===== src/cpu_settings.svh =====
`ifndef CPU_SETTINGS_SVH
`define CPU_SETTINGS_SVH

// data path and byte address width
`define CPU_XLEN 32

// architectural register count
`define CPU_NREGS 32

// bits needed to name one register
`define CPU_RIDX_W 5

// bytes per instruction
`define CPU_PC_STEP 4

`endif

===== src/cpu_pkg.sv =====
`default_nettype none

`include "cpu_settings.svh"

package cpu_pkg;

	typedef logic [`CPU_XLEN-1:0] word_t;
	typedef logic [`CPU_XLEN-1:0] addr_t;
	typedef logic [`CPU_RIDX_W-1:0] reg_idx_t;

	// major opcode in instr[30:25]
	typedef enum logic [5:0] {
		TY_BASE = 6'b100000,
		ADDI    = 6'b101000,
		ORI     = 6'b101100,
		XORI    = 6'b101011,
		MOVI    = 6'b100010,
		LWI     = 6'b000010,
		SWI     = 6'b001010,
		TY_LS   = 6'b011100
	} opcode_t;

	// sub-opcode of TY_BASE in instr[4:0]
	typedef enum logic [4:0] {
		ADD   = 5'b00000,
		SUB   = 5'b00001,
		AND   = 5'b00010,
		XOR   = 5'b00011,
		OR    = 5'b00100,
		SLLI  = 5'b01000,
		SRLI  = 5'b01001,
		ROTRI = 5'b01011
	} base_sub_t;

	// sub-opcode of TY_LS in instr[7:0]
	typedef enum logic [7:0] {
		LW = 8'b00000010,
		SW = 8'b00001010
	} ls_sub_t;

	typedef enum logic [2:0] {
		alu_add,
		alu_sub,
		alu_and,
		alu_or,
		alu_xor,
		alu_srl,
		alu_sll,
		alu_rotr
	} alu_op_t;

	typedef enum logic [2:0] {
		st_fetch,
		st_reg_read,
		st_execute,
		st_memory,
		st_writeback
	} ctrl_state_t;

	typedef enum logic [1:0] {
		opb_reg,
		opb_imm5,
		opb_imm15,
		opb_index
	} opb_sel_t;

	typedef enum logic [1:0] {
		wb_alu,
		wb_imm20,
		wb_load
	} wb_sel_t;

	typedef struct packed {
		alu_op_t  alu_op;
		opb_sel_t opb_sel;
		logic     imm_sign;
		wb_sel_t  wb_sel;
		logic     mem_read;
		logic     mem_write;
		logic     reg_write;
	} ctrl_t;

endpackage

`default_nettype wire


===== src/cpu_core.sv =====
`timescale 1ns/1ns
`default_nettype none

`include "cpu_settings.svh"

module cpu_core (
	input  logic           clock,
	input  logic           reset,
	output logic           im_enable,
	output cpu_pkg::addr_t im_addr,
	input  cpu_pkg::word_t im_rdata,
	output logic           dm_read,
	output logic           dm_write,
	output cpu_pkg::addr_t dm_addr,
	output cpu_pkg::word_t dm_wdata,
	input  cpu_pkg::word_t dm_rdata
);
	import cpu_pkg::*;

	ctrl_t    ctrl;
	logic     pc_enable;
	logic     ir_load;
	logic     reg_read;
	logic     execute;
	logic     mem_phase;
	logic     reg_write;
	addr_t    pc;
	word_t    ir;
	reg_idx_t rt;
	reg_idx_t ra;
	reg_idx_t rb;
	reg_idx_t rb_idx;
	logic [4:0]  imm5;
	logic [14:0] imm15;
	logic [19:0] imm20;
	logic [1:0]  sv;
	word_t    imm15_ext;
	word_t    rd_a;
	word_t    rd_b;
	word_t    op_a_q;
	word_t    op_b_q;
	word_t    store_q;
	word_t    alu_b;
	word_t    alu_y;
	word_t    alu_q;
	word_t    load_q;
	word_t    wb_data;

	assign rt    = ir[24:20];
	assign ra    = ir[19:15];
	assign rb    = ir[14:10];
	assign imm5  = ir[14:10];
	assign imm15 = ir[14:0];
	assign imm20 = ir[19:0];
	assign sv    = ir[9:8];

	// port b fetches the store source while executing
	assign rb_idx = execute ? rt : rb;

	always_ff @(posedge clock or posedge reset) begin
		if (reset) begin
			pc <= '0;
			ir <= '0;
		end else begin
			if (pc_enable) begin
				pc <= pc + `CPU_PC_STEP;
			end
			if (ir_load) begin
				ir <= im_rdata;
			end
		end
	end

	always_ff @(posedge clock) begin
		if (reg_read) begin
			op_a_q <= rd_a;
			op_b_q <= rd_b;
		end
		if (execute) begin
			alu_q   <= alu_y;
			store_q <= rd_b;
		end
		if (mem_phase) begin
			load_q <= dm_rdata;
		end
	end

	assign imm15_ext = {{(`CPU_XLEN-15){ctrl.imm_sign & imm15[14]}}, imm15};

	always_comb begin
		case (ctrl.opb_sel)
			opb_reg: alu_b = op_b_q;
			opb_imm5: alu_b = word_t'(imm5);
			// LWI and SWI take a word offset
			opb_imm15: alu_b = (ctrl.mem_read || ctrl.mem_write) ? imm15_ext << 2 : imm15_ext;
			default: alu_b = op_b_q << sv;
		endcase
	end

	always_comb begin
		case (ctrl.wb_sel)
			wb_imm20: wb_data = {{(`CPU_XLEN-20){imm20[19]}}, imm20};
			wb_load: wb_data = load_q;
			default: wb_data = alu_q;
		endcase
	end

	assign im_addr  = pc;
	assign dm_addr  = alu_q;
	assign dm_wdata = store_q;

	cpu_controller u_controller (
		.clock     (clock),
		.reset     (reset),
		.instr     (ir),
		.ctrl      (ctrl),
		.pc_enable (pc_enable),
		.ir_load   (ir_load),
		.reg_read  (reg_read),
		.execute   (execute),
		.mem_phase (mem_phase),
		.writeback (),
		.im_enable (im_enable),
		.dm_read   (dm_read),
		.dm_write  (dm_write),
		.reg_write (reg_write)
	);

	cpu_regfile u_regfile (
		.clock       (clock),
		.reset       (reset),
		.read_idx_a  (ra),
		.read_idx_b  (rb_idx),
		.write_idx   (rt),
		.write_en    (reg_write),
		.write_data  (wb_data),
		.read_data_a (rd_a),
		.read_data_b (rd_b)
	);

	cpu_alu u_alu (
		.op        (ctrl.alu_op),
		.operand_a (op_a_q),
		.operand_b (alu_b),
		.result    (alu_y)
	);

endmodule

`default_nettype wire


===== src/cpu_alu.sv =====
`timescale 1ns/1ns
`default_nettype none

`include "cpu_settings.svh"

module cpu_alu (
	input  cpu_pkg::alu_op_t op,
	input  cpu_pkg::word_t   operand_a,
	input  cpu_pkg::word_t   operand_b,
	output cpu_pkg::word_t   result
);
	import cpu_pkg::*;

	localparam int SHAMT_W = $clog2(`CPU_XLEN);

	logic [SHAMT_W-1:0]    shamt;
	logic [2*`CPU_XLEN-1:0] rot;

	assign shamt = operand_b[SHAMT_W-1:0];

	// rotate through a doubled copy
	assign rot = {operand_a, operand_a} >> shamt;

	always_comb begin
		case (op)
			alu_add: result = operand_a + operand_b;
			alu_sub: result = operand_a - operand_b;
			alu_and: result = operand_a & operand_b;
			alu_or: result = operand_a | operand_b;
			alu_xor: result = operand_a ^ operand_b;
			alu_srl: result = operand_a >> shamt;
			alu_sll: result = operand_a << shamt;
			default: result = rot[`CPU_XLEN-1:0];
		endcase
	end

endmodule

`default_nettype wire


===== src/cpu_regfile.sv =====
`timescale 1ns/1ns
`default_nettype none

`include "cpu_settings.svh"

module cpu_regfile (
	input  logic              clock,
	input  logic              reset,
	input  cpu_pkg::reg_idx_t read_idx_a,
	input  cpu_pkg::reg_idx_t read_idx_b,
	input  cpu_pkg::reg_idx_t write_idx,
	input  logic              write_en,
	input  cpu_pkg::word_t    write_data,
	output cpu_pkg::word_t    read_data_a,
	output cpu_pkg::word_t    read_data_b
);
	import cpu_pkg::*;

	word_t regs [`CPU_NREGS];

	always_ff @(posedge clock or posedge reset) begin
		if (reset) begin
			for (int i = 0; i < `CPU_NREGS; i++) begin
				regs[i] <= '0;
			end
		end else if (write_en) begin
			regs[write_idx] <= write_data;
		end
	end

	// r0 is not hardwired
	assign read_data_a = regs[read_idx_a];
	assign read_data_b = regs[read_idx_b];

endmodule

`default_nettype wire


===== src/cpu_controller.sv =====
`timescale 1ns/1ns
`default_nettype none

module cpu_controller (
	input  logic           clock,
	input  logic           reset,
	input  cpu_pkg::word_t instr,
	output cpu_pkg::ctrl_t ctrl,
	output logic           pc_enable,
	output logic           ir_load,
	output logic           reg_read,
	output logic           execute,
	output logic           mem_phase,
	output logic           writeback,
	output logic           im_enable,
	output logic           dm_read,
	output logic           dm_write,
	output logic           reg_write
);
	import cpu_pkg::*;

	ctrl_state_t state;
	ctrl_state_t next_state;
	opcode_t     opcode;
	base_sub_t   base_sub;
	ls_sub_t     ls_sub;

	assign opcode   = opcode_t'(instr[30:25]);
	assign base_sub = base_sub_t'(instr[4:0]);
	assign ls_sub   = ls_sub_t'(instr[7:0]);

	// unknown encodings fall through as a no-op
	always_comb begin
		ctrl = '{
			alu_op:    alu_add,
			opb_sel:   opb_reg,
			imm_sign:  1'b0,
			wb_sel:    wb_alu,
			mem_read:  1'b0,
			mem_write: 1'b0,
			reg_write: 1'b0
		};
		case (opcode)
			TY_BASE: begin
				ctrl.reg_write = 1'b1;
				case (base_sub)
					ADD: ctrl.alu_op = alu_add;
					SUB: ctrl.alu_op = alu_sub;
					AND: ctrl.alu_op = alu_and;
					OR: ctrl.alu_op = alu_or;
					XOR: ctrl.alu_op = alu_xor;
					SRLI: begin
						ctrl.alu_op  = alu_srl;
						ctrl.opb_sel = opb_imm5;
					end
					SLLI: begin
						ctrl.alu_op  = alu_sll;
						ctrl.opb_sel = opb_imm5;
					end
					ROTRI: begin
						ctrl.alu_op  = alu_rotr;
						ctrl.opb_sel = opb_imm5;
					end
					default: ctrl.reg_write = 1'b0;
				endcase
			end
			ADDI: begin
				ctrl.opb_sel   = opb_imm15;
				ctrl.imm_sign  = 1'b1;
				ctrl.reg_write = 1'b1;
			end
			ORI: begin
				ctrl.alu_op    = alu_or;
				ctrl.opb_sel   = opb_imm15;
				ctrl.reg_write = 1'b1;
			end
			XORI: begin
				ctrl.alu_op    = alu_xor;
				ctrl.opb_sel   = opb_imm15;
				ctrl.reg_write = 1'b1;
			end
			MOVI: begin
				ctrl.wb_sel    = wb_imm20;
				ctrl.reg_write = 1'b1;
			end
			// word offset scaled by 4 in the core
			LWI: begin
				ctrl.opb_sel   = opb_imm15;
				ctrl.wb_sel    = wb_load;
				ctrl.mem_read  = 1'b1;
				ctrl.reg_write = 1'b1;
			end
			SWI: begin
				ctrl.opb_sel   = opb_imm15;
				ctrl.mem_write = 1'b1;
			end
			TY_LS: begin
				ctrl.opb_sel = opb_index;
				case (ls_sub)
					LW: begin
						ctrl.wb_sel    = wb_load;
						ctrl.mem_read  = 1'b1;
						ctrl.reg_write = 1'b1;
					end
					SW: ctrl.mem_write = 1'b1;
					default: ctrl.opb_sel = opb_reg;
				endcase
			end
			default: ctrl.reg_write = 1'b0;
		endcase
	end

	always_ff @(posedge clock or posedge reset) begin
		if (reset) begin
			state <= st_fetch;
		end else begin
			state <= next_state;
		end
	end

	always_comb begin
		case (state)
			st_fetch: next_state = st_reg_read;
			st_reg_read: next_state = st_execute;
			st_execute: next_state = st_memory;
			st_memory: next_state = st_writeback;
			default: next_state = st_fetch;
		endcase
	end

	assign pc_enable = (state == st_fetch);
	assign ir_load   = (state == st_fetch);
	assign im_enable = (state == st_fetch);
	assign reg_read  = (state == st_reg_read);
	assign execute   = (state == st_execute);
	assign mem_phase = (state == st_memory);
	assign writeback = (state == st_writeback);

	// intents qualified by their phase
	assign dm_read   = ctrl.mem_read && mem_phase;
	assign dm_write  = ctrl.mem_write && mem_phase;
	assign reg_write = ctrl.reg_write && writeback;

endmodule

`default_nettype wire


===== config.mk =====
export PLATFORM = sky130hd
export DESIGN_NAME = cpu_core
export DESIGN_NICKNAME = d
export VERILOG_FILES = /design/src/cpu_pkg.sv /design/src/cpu_core.sv /design/src/cpu_alu.sv /design/src/cpu_regfile.sv /design/src/cpu_controller.sv
export VERILOG_INCLUDE_DIRS = /design/src
export SDC_FILE = /design/constraint.sdc
export NUM_CORES = 2
export LEC_CHECK = 0
export BUFFER_PORTS_ARGS = -buffer_cell sky130_fd_sc_hd__buf_2
export CAP_MARGIN = 20
export CORE_ASPECT_RATIO = 1.25
export CORE_MARGIN = 2
export CORE_UTILIZATION = 60
export CTS_BUF_LIST = sky130_fd_sc_hd__clkbuf_4
export DETAILED_ROUTE_END_ITERATION = 12
export PLACE_DENSITY = 0.79
export SLEW_MARGIN = 40
export SYNTH_ARGS = -nofsm -noshare
export SYNTH_HDL_FRONTEND = slang
export SYNTH_SLANG_ARGS = --single-unit

===== constraint.sdc =====
create_clock -name clock -period 44.3 [get_ports clock]
set_input_delay 2.215 -clock clock [delete_from_list [all_inputs] [get_ports clock]]
set_output_delay 2.215 -clock clock [all_outputs]
set_load 0.05 [all_outputs]

==> metrics.csv <==
metric,value,unit
status,"finished, final reports clean",
CTS max path bufs,4,
Layout area overhead,9.67,%
clock-pin slew on the worst setup and hold paths,0.07,ns
Setup Buffers After CTS,0,
worst endpoint required time,45.32,ns
DR vias,58500,
final setup vio count,0,
async set-reset flop share out of synthesis,0.872,
post-CTS sizing,0,
antenna violations before repair,22,
TritonCTS clock tree,done,
Fin. Hold Viols,0,
fmax,109,MHz
CTS H-tree lvls,5,
width of the die,309,um
VDD IR max,0.0000204,V
dominant synthesized flop cell,dfrtp_1,
"Seq/Total Area, Yosys",0.460,
Relative slew margins,0.329,
placed cell area,72300,um^2
worst hold start,im_addr[21],
Startpoint Class,flop,
max-slew violations,0,
Worst path max stage delay,0.71,ns
"commonest non-fill, non-tap cells in the layout","1511 x nand2_1, 1160 x o21ai_0, 1081 x dfrtp_1, 600 x mux4_2, 452 x clkbuf_4",
Critical Path Slowest Stage Cell,dfrtp_1,
unrepaired setup endpoints after global routing,no,
Static Leak,31.9,nW
clk_skew,0.106,ns
"Core Util, Final",0.665,
Nets,6801,
TritonCTS buffer count,321,
clock latency on the worst-skew pair,1.29,ns
placed insts,7855,
Post-Route WL,239,mm
Die Area,119000,um^2
Remaining DRCs,0,
crit path DAT,10.16,ns
Placer Congestion,1.07,
crit-path max FO,34,
Iteration-0 DRC Markers,8456,
drt wl/cell,28.3,um
Unique masters post-synth,89,
Crit Reg-Reg Startpoint,ir[29],
Avg Synthesized Cell Area,10.6,um^2
FP Rows,139,
Via density,6.94,
WS Path Type,flop to flop,
Filler cells,8333,
Tcrit/Tclk final,0.207,
Tightest Pin Transition,0.995,ns
"antenna viol nets, final",0,
"commonest non-fill, non-tap cell in the layout",nand2_1,
GRT overflow,0,
first-pass GRT wire length,358,mm
Synth Instances,6601,
"non-filler cells, final",8433,
Synthesis Warnings,0,
TNS Setup,0,ns
Initial Util,0.606,
Post-synth EDFFs,160,
pwr dens,30.8,nW/um^2
layout cell share with drive strength beyond 1,0.231,
flop2flop setup slack,35.15,ns
largest net degree at the start of global routing,164,
die height,385,um
vias in the first global route,58600,
dpl hpwl,151,mm
CP Capture Type,flop,
Hold Path Class,flop to flop,
root buf cell,clkbuf_4,
Post-CTS Hold Fix Bufs,0,
Sink Count,1248,
Core ar.,115000,um^2
I/O pin count,165,
"most used cell, CP",a21oi_1,
gr usage total,0.409,
"flops & latches, synth",1248,
Max-Cap Viols,0,
"Non-Filler Cell Area, Final",76400,um^2
hold slack,0.489,ns
mapped cell area,69700,um^2
I/O Buffers,161,
beginning of the critical path,ir[29],
crit path time final,9.15,ns
Initial DRT Pass Iterations,6,
sequential cells by signal, indices dropped and copies added, names as in the netlist:
register / count
u_regfile.regs: 1024
dm_addr: 32
dm_wdata: 32
load_q: 32
op_a_q: 32
op_b_q: 32
ir: 31
im_addr: 30
u_controller.state: 3
cells by family (layout without fill, tap and decap cells):
kind of cell,after synthesis,after routing,synth area share
AND/OR/NAND/NOR,2046,2046,0.121
buffers and inverters,695,953,0.0385
adder cells (fa/ha/maj),100,100,0.0181
flip-flops,1248,1248,0.460
multiplexers,761,761,0.218
XOR/XNOR,86,86,0.0108
AO/OA/AOI/OAI,1664,1664,0.134
other,1,24,0.0000538
through the flow:
step	total power [W]	setup slack [ns]
floorplan	0.00134	11.45
global placement	0.00140	35.57
detailed placement	0.00140	35.60
CTS	0.00235	35.55
global route	0.00244	34.99
finish	0.00235	35.15
worst max-delay path, delay by kind of cell (launching register included):
family                     cells  cell delay [ns]
AOI/OAI and AO/OA             12             3.13
and+or+nand+nor                8             3.11
buffers and inverters          3             1.17
DFF                            1             0.71
adders and majority gates      1             0.36
xor gates and xnor gates       2             0.35
worst paths after layout:
kind | cells after the start | end
setup / recovery | 26 | dm_addr[31]
hold / removal | 1 | im_addr[21]
setup reg to reg | 26 | dm_addr[31]
hold reg to reg | 1 | im_addr[21]
max in group asynchronous | 8 | u_regfile.regs[854]
min in group asynchronous | 2 | im_addr[21]
synthesized netlist by cell type (17+ instances only):
master / count / area (um^2)
nand2_1: 1519 / 5700
nand4_1: 20 / 125
xor2_1: 20 / 175
dfrtp_1: 1088 / 27200
inv_1: 73 / 274
o21ai_0: 1206 / 6040
nand3_1: 213 / 1070
buf_1: 78 / 293
mux2_2: 67 / 754
a21o_1: 21 / 158
a31oi_1: 18 / 113
a221o_1: 22 / 220
o22ai_1: 39 / 244
mux2i_1: 94 / 941
edfxtp_1: 160 / 4800
ha_1: 99 / 1240
buf_2: 35 / 175
a21oi_1: 141 / 706
mux4_2: 600 / 13500
and2_1: 17 / 106
a221oi_1: 20 / 175
xnor2_1: 66 / 578
nor2_1: 145 / 544
o21ai_1: 29 / 145
a22o_1: 19 / 166
nor3_1: 40 / 200
clkbuf_1: 495 / 1860
o211ai_1: 25 / 188
routing by layer:
metal | global-route usage | routed length (um)
met5 | 0 | 55
met4 | 0.324 | 20700
met3 | 0.130 | 29400
met2 | 0.620 | 110000
met1 | 0.485 | 78500
where the power goes:
part,switching [W],internal (W)
sequential,0.0000178,0.00117
combinational,0.000129,0.0000681
clock,0.000480,0.000485
total,0.000627,0.00173
cell type report:
class / instances / area [um^2] / share of cell area
multi-input combinational: 4659 / 35500 / 0.465
sequential: 1248 / 32000 / 0.419
clock buffer: 450 / 3380 / 0.0442
timing repair buffer: 324 / 2660 / 0.0348
tap: 1551 / 1940 / 0.0254
clock inverter: 98 / 462 / 0.00604
inverter: 81 / 317 / 0.00414
antenna: 22 / 55.1 / 0.000721
Note: power is estimated with default switching activity, not from simulation.
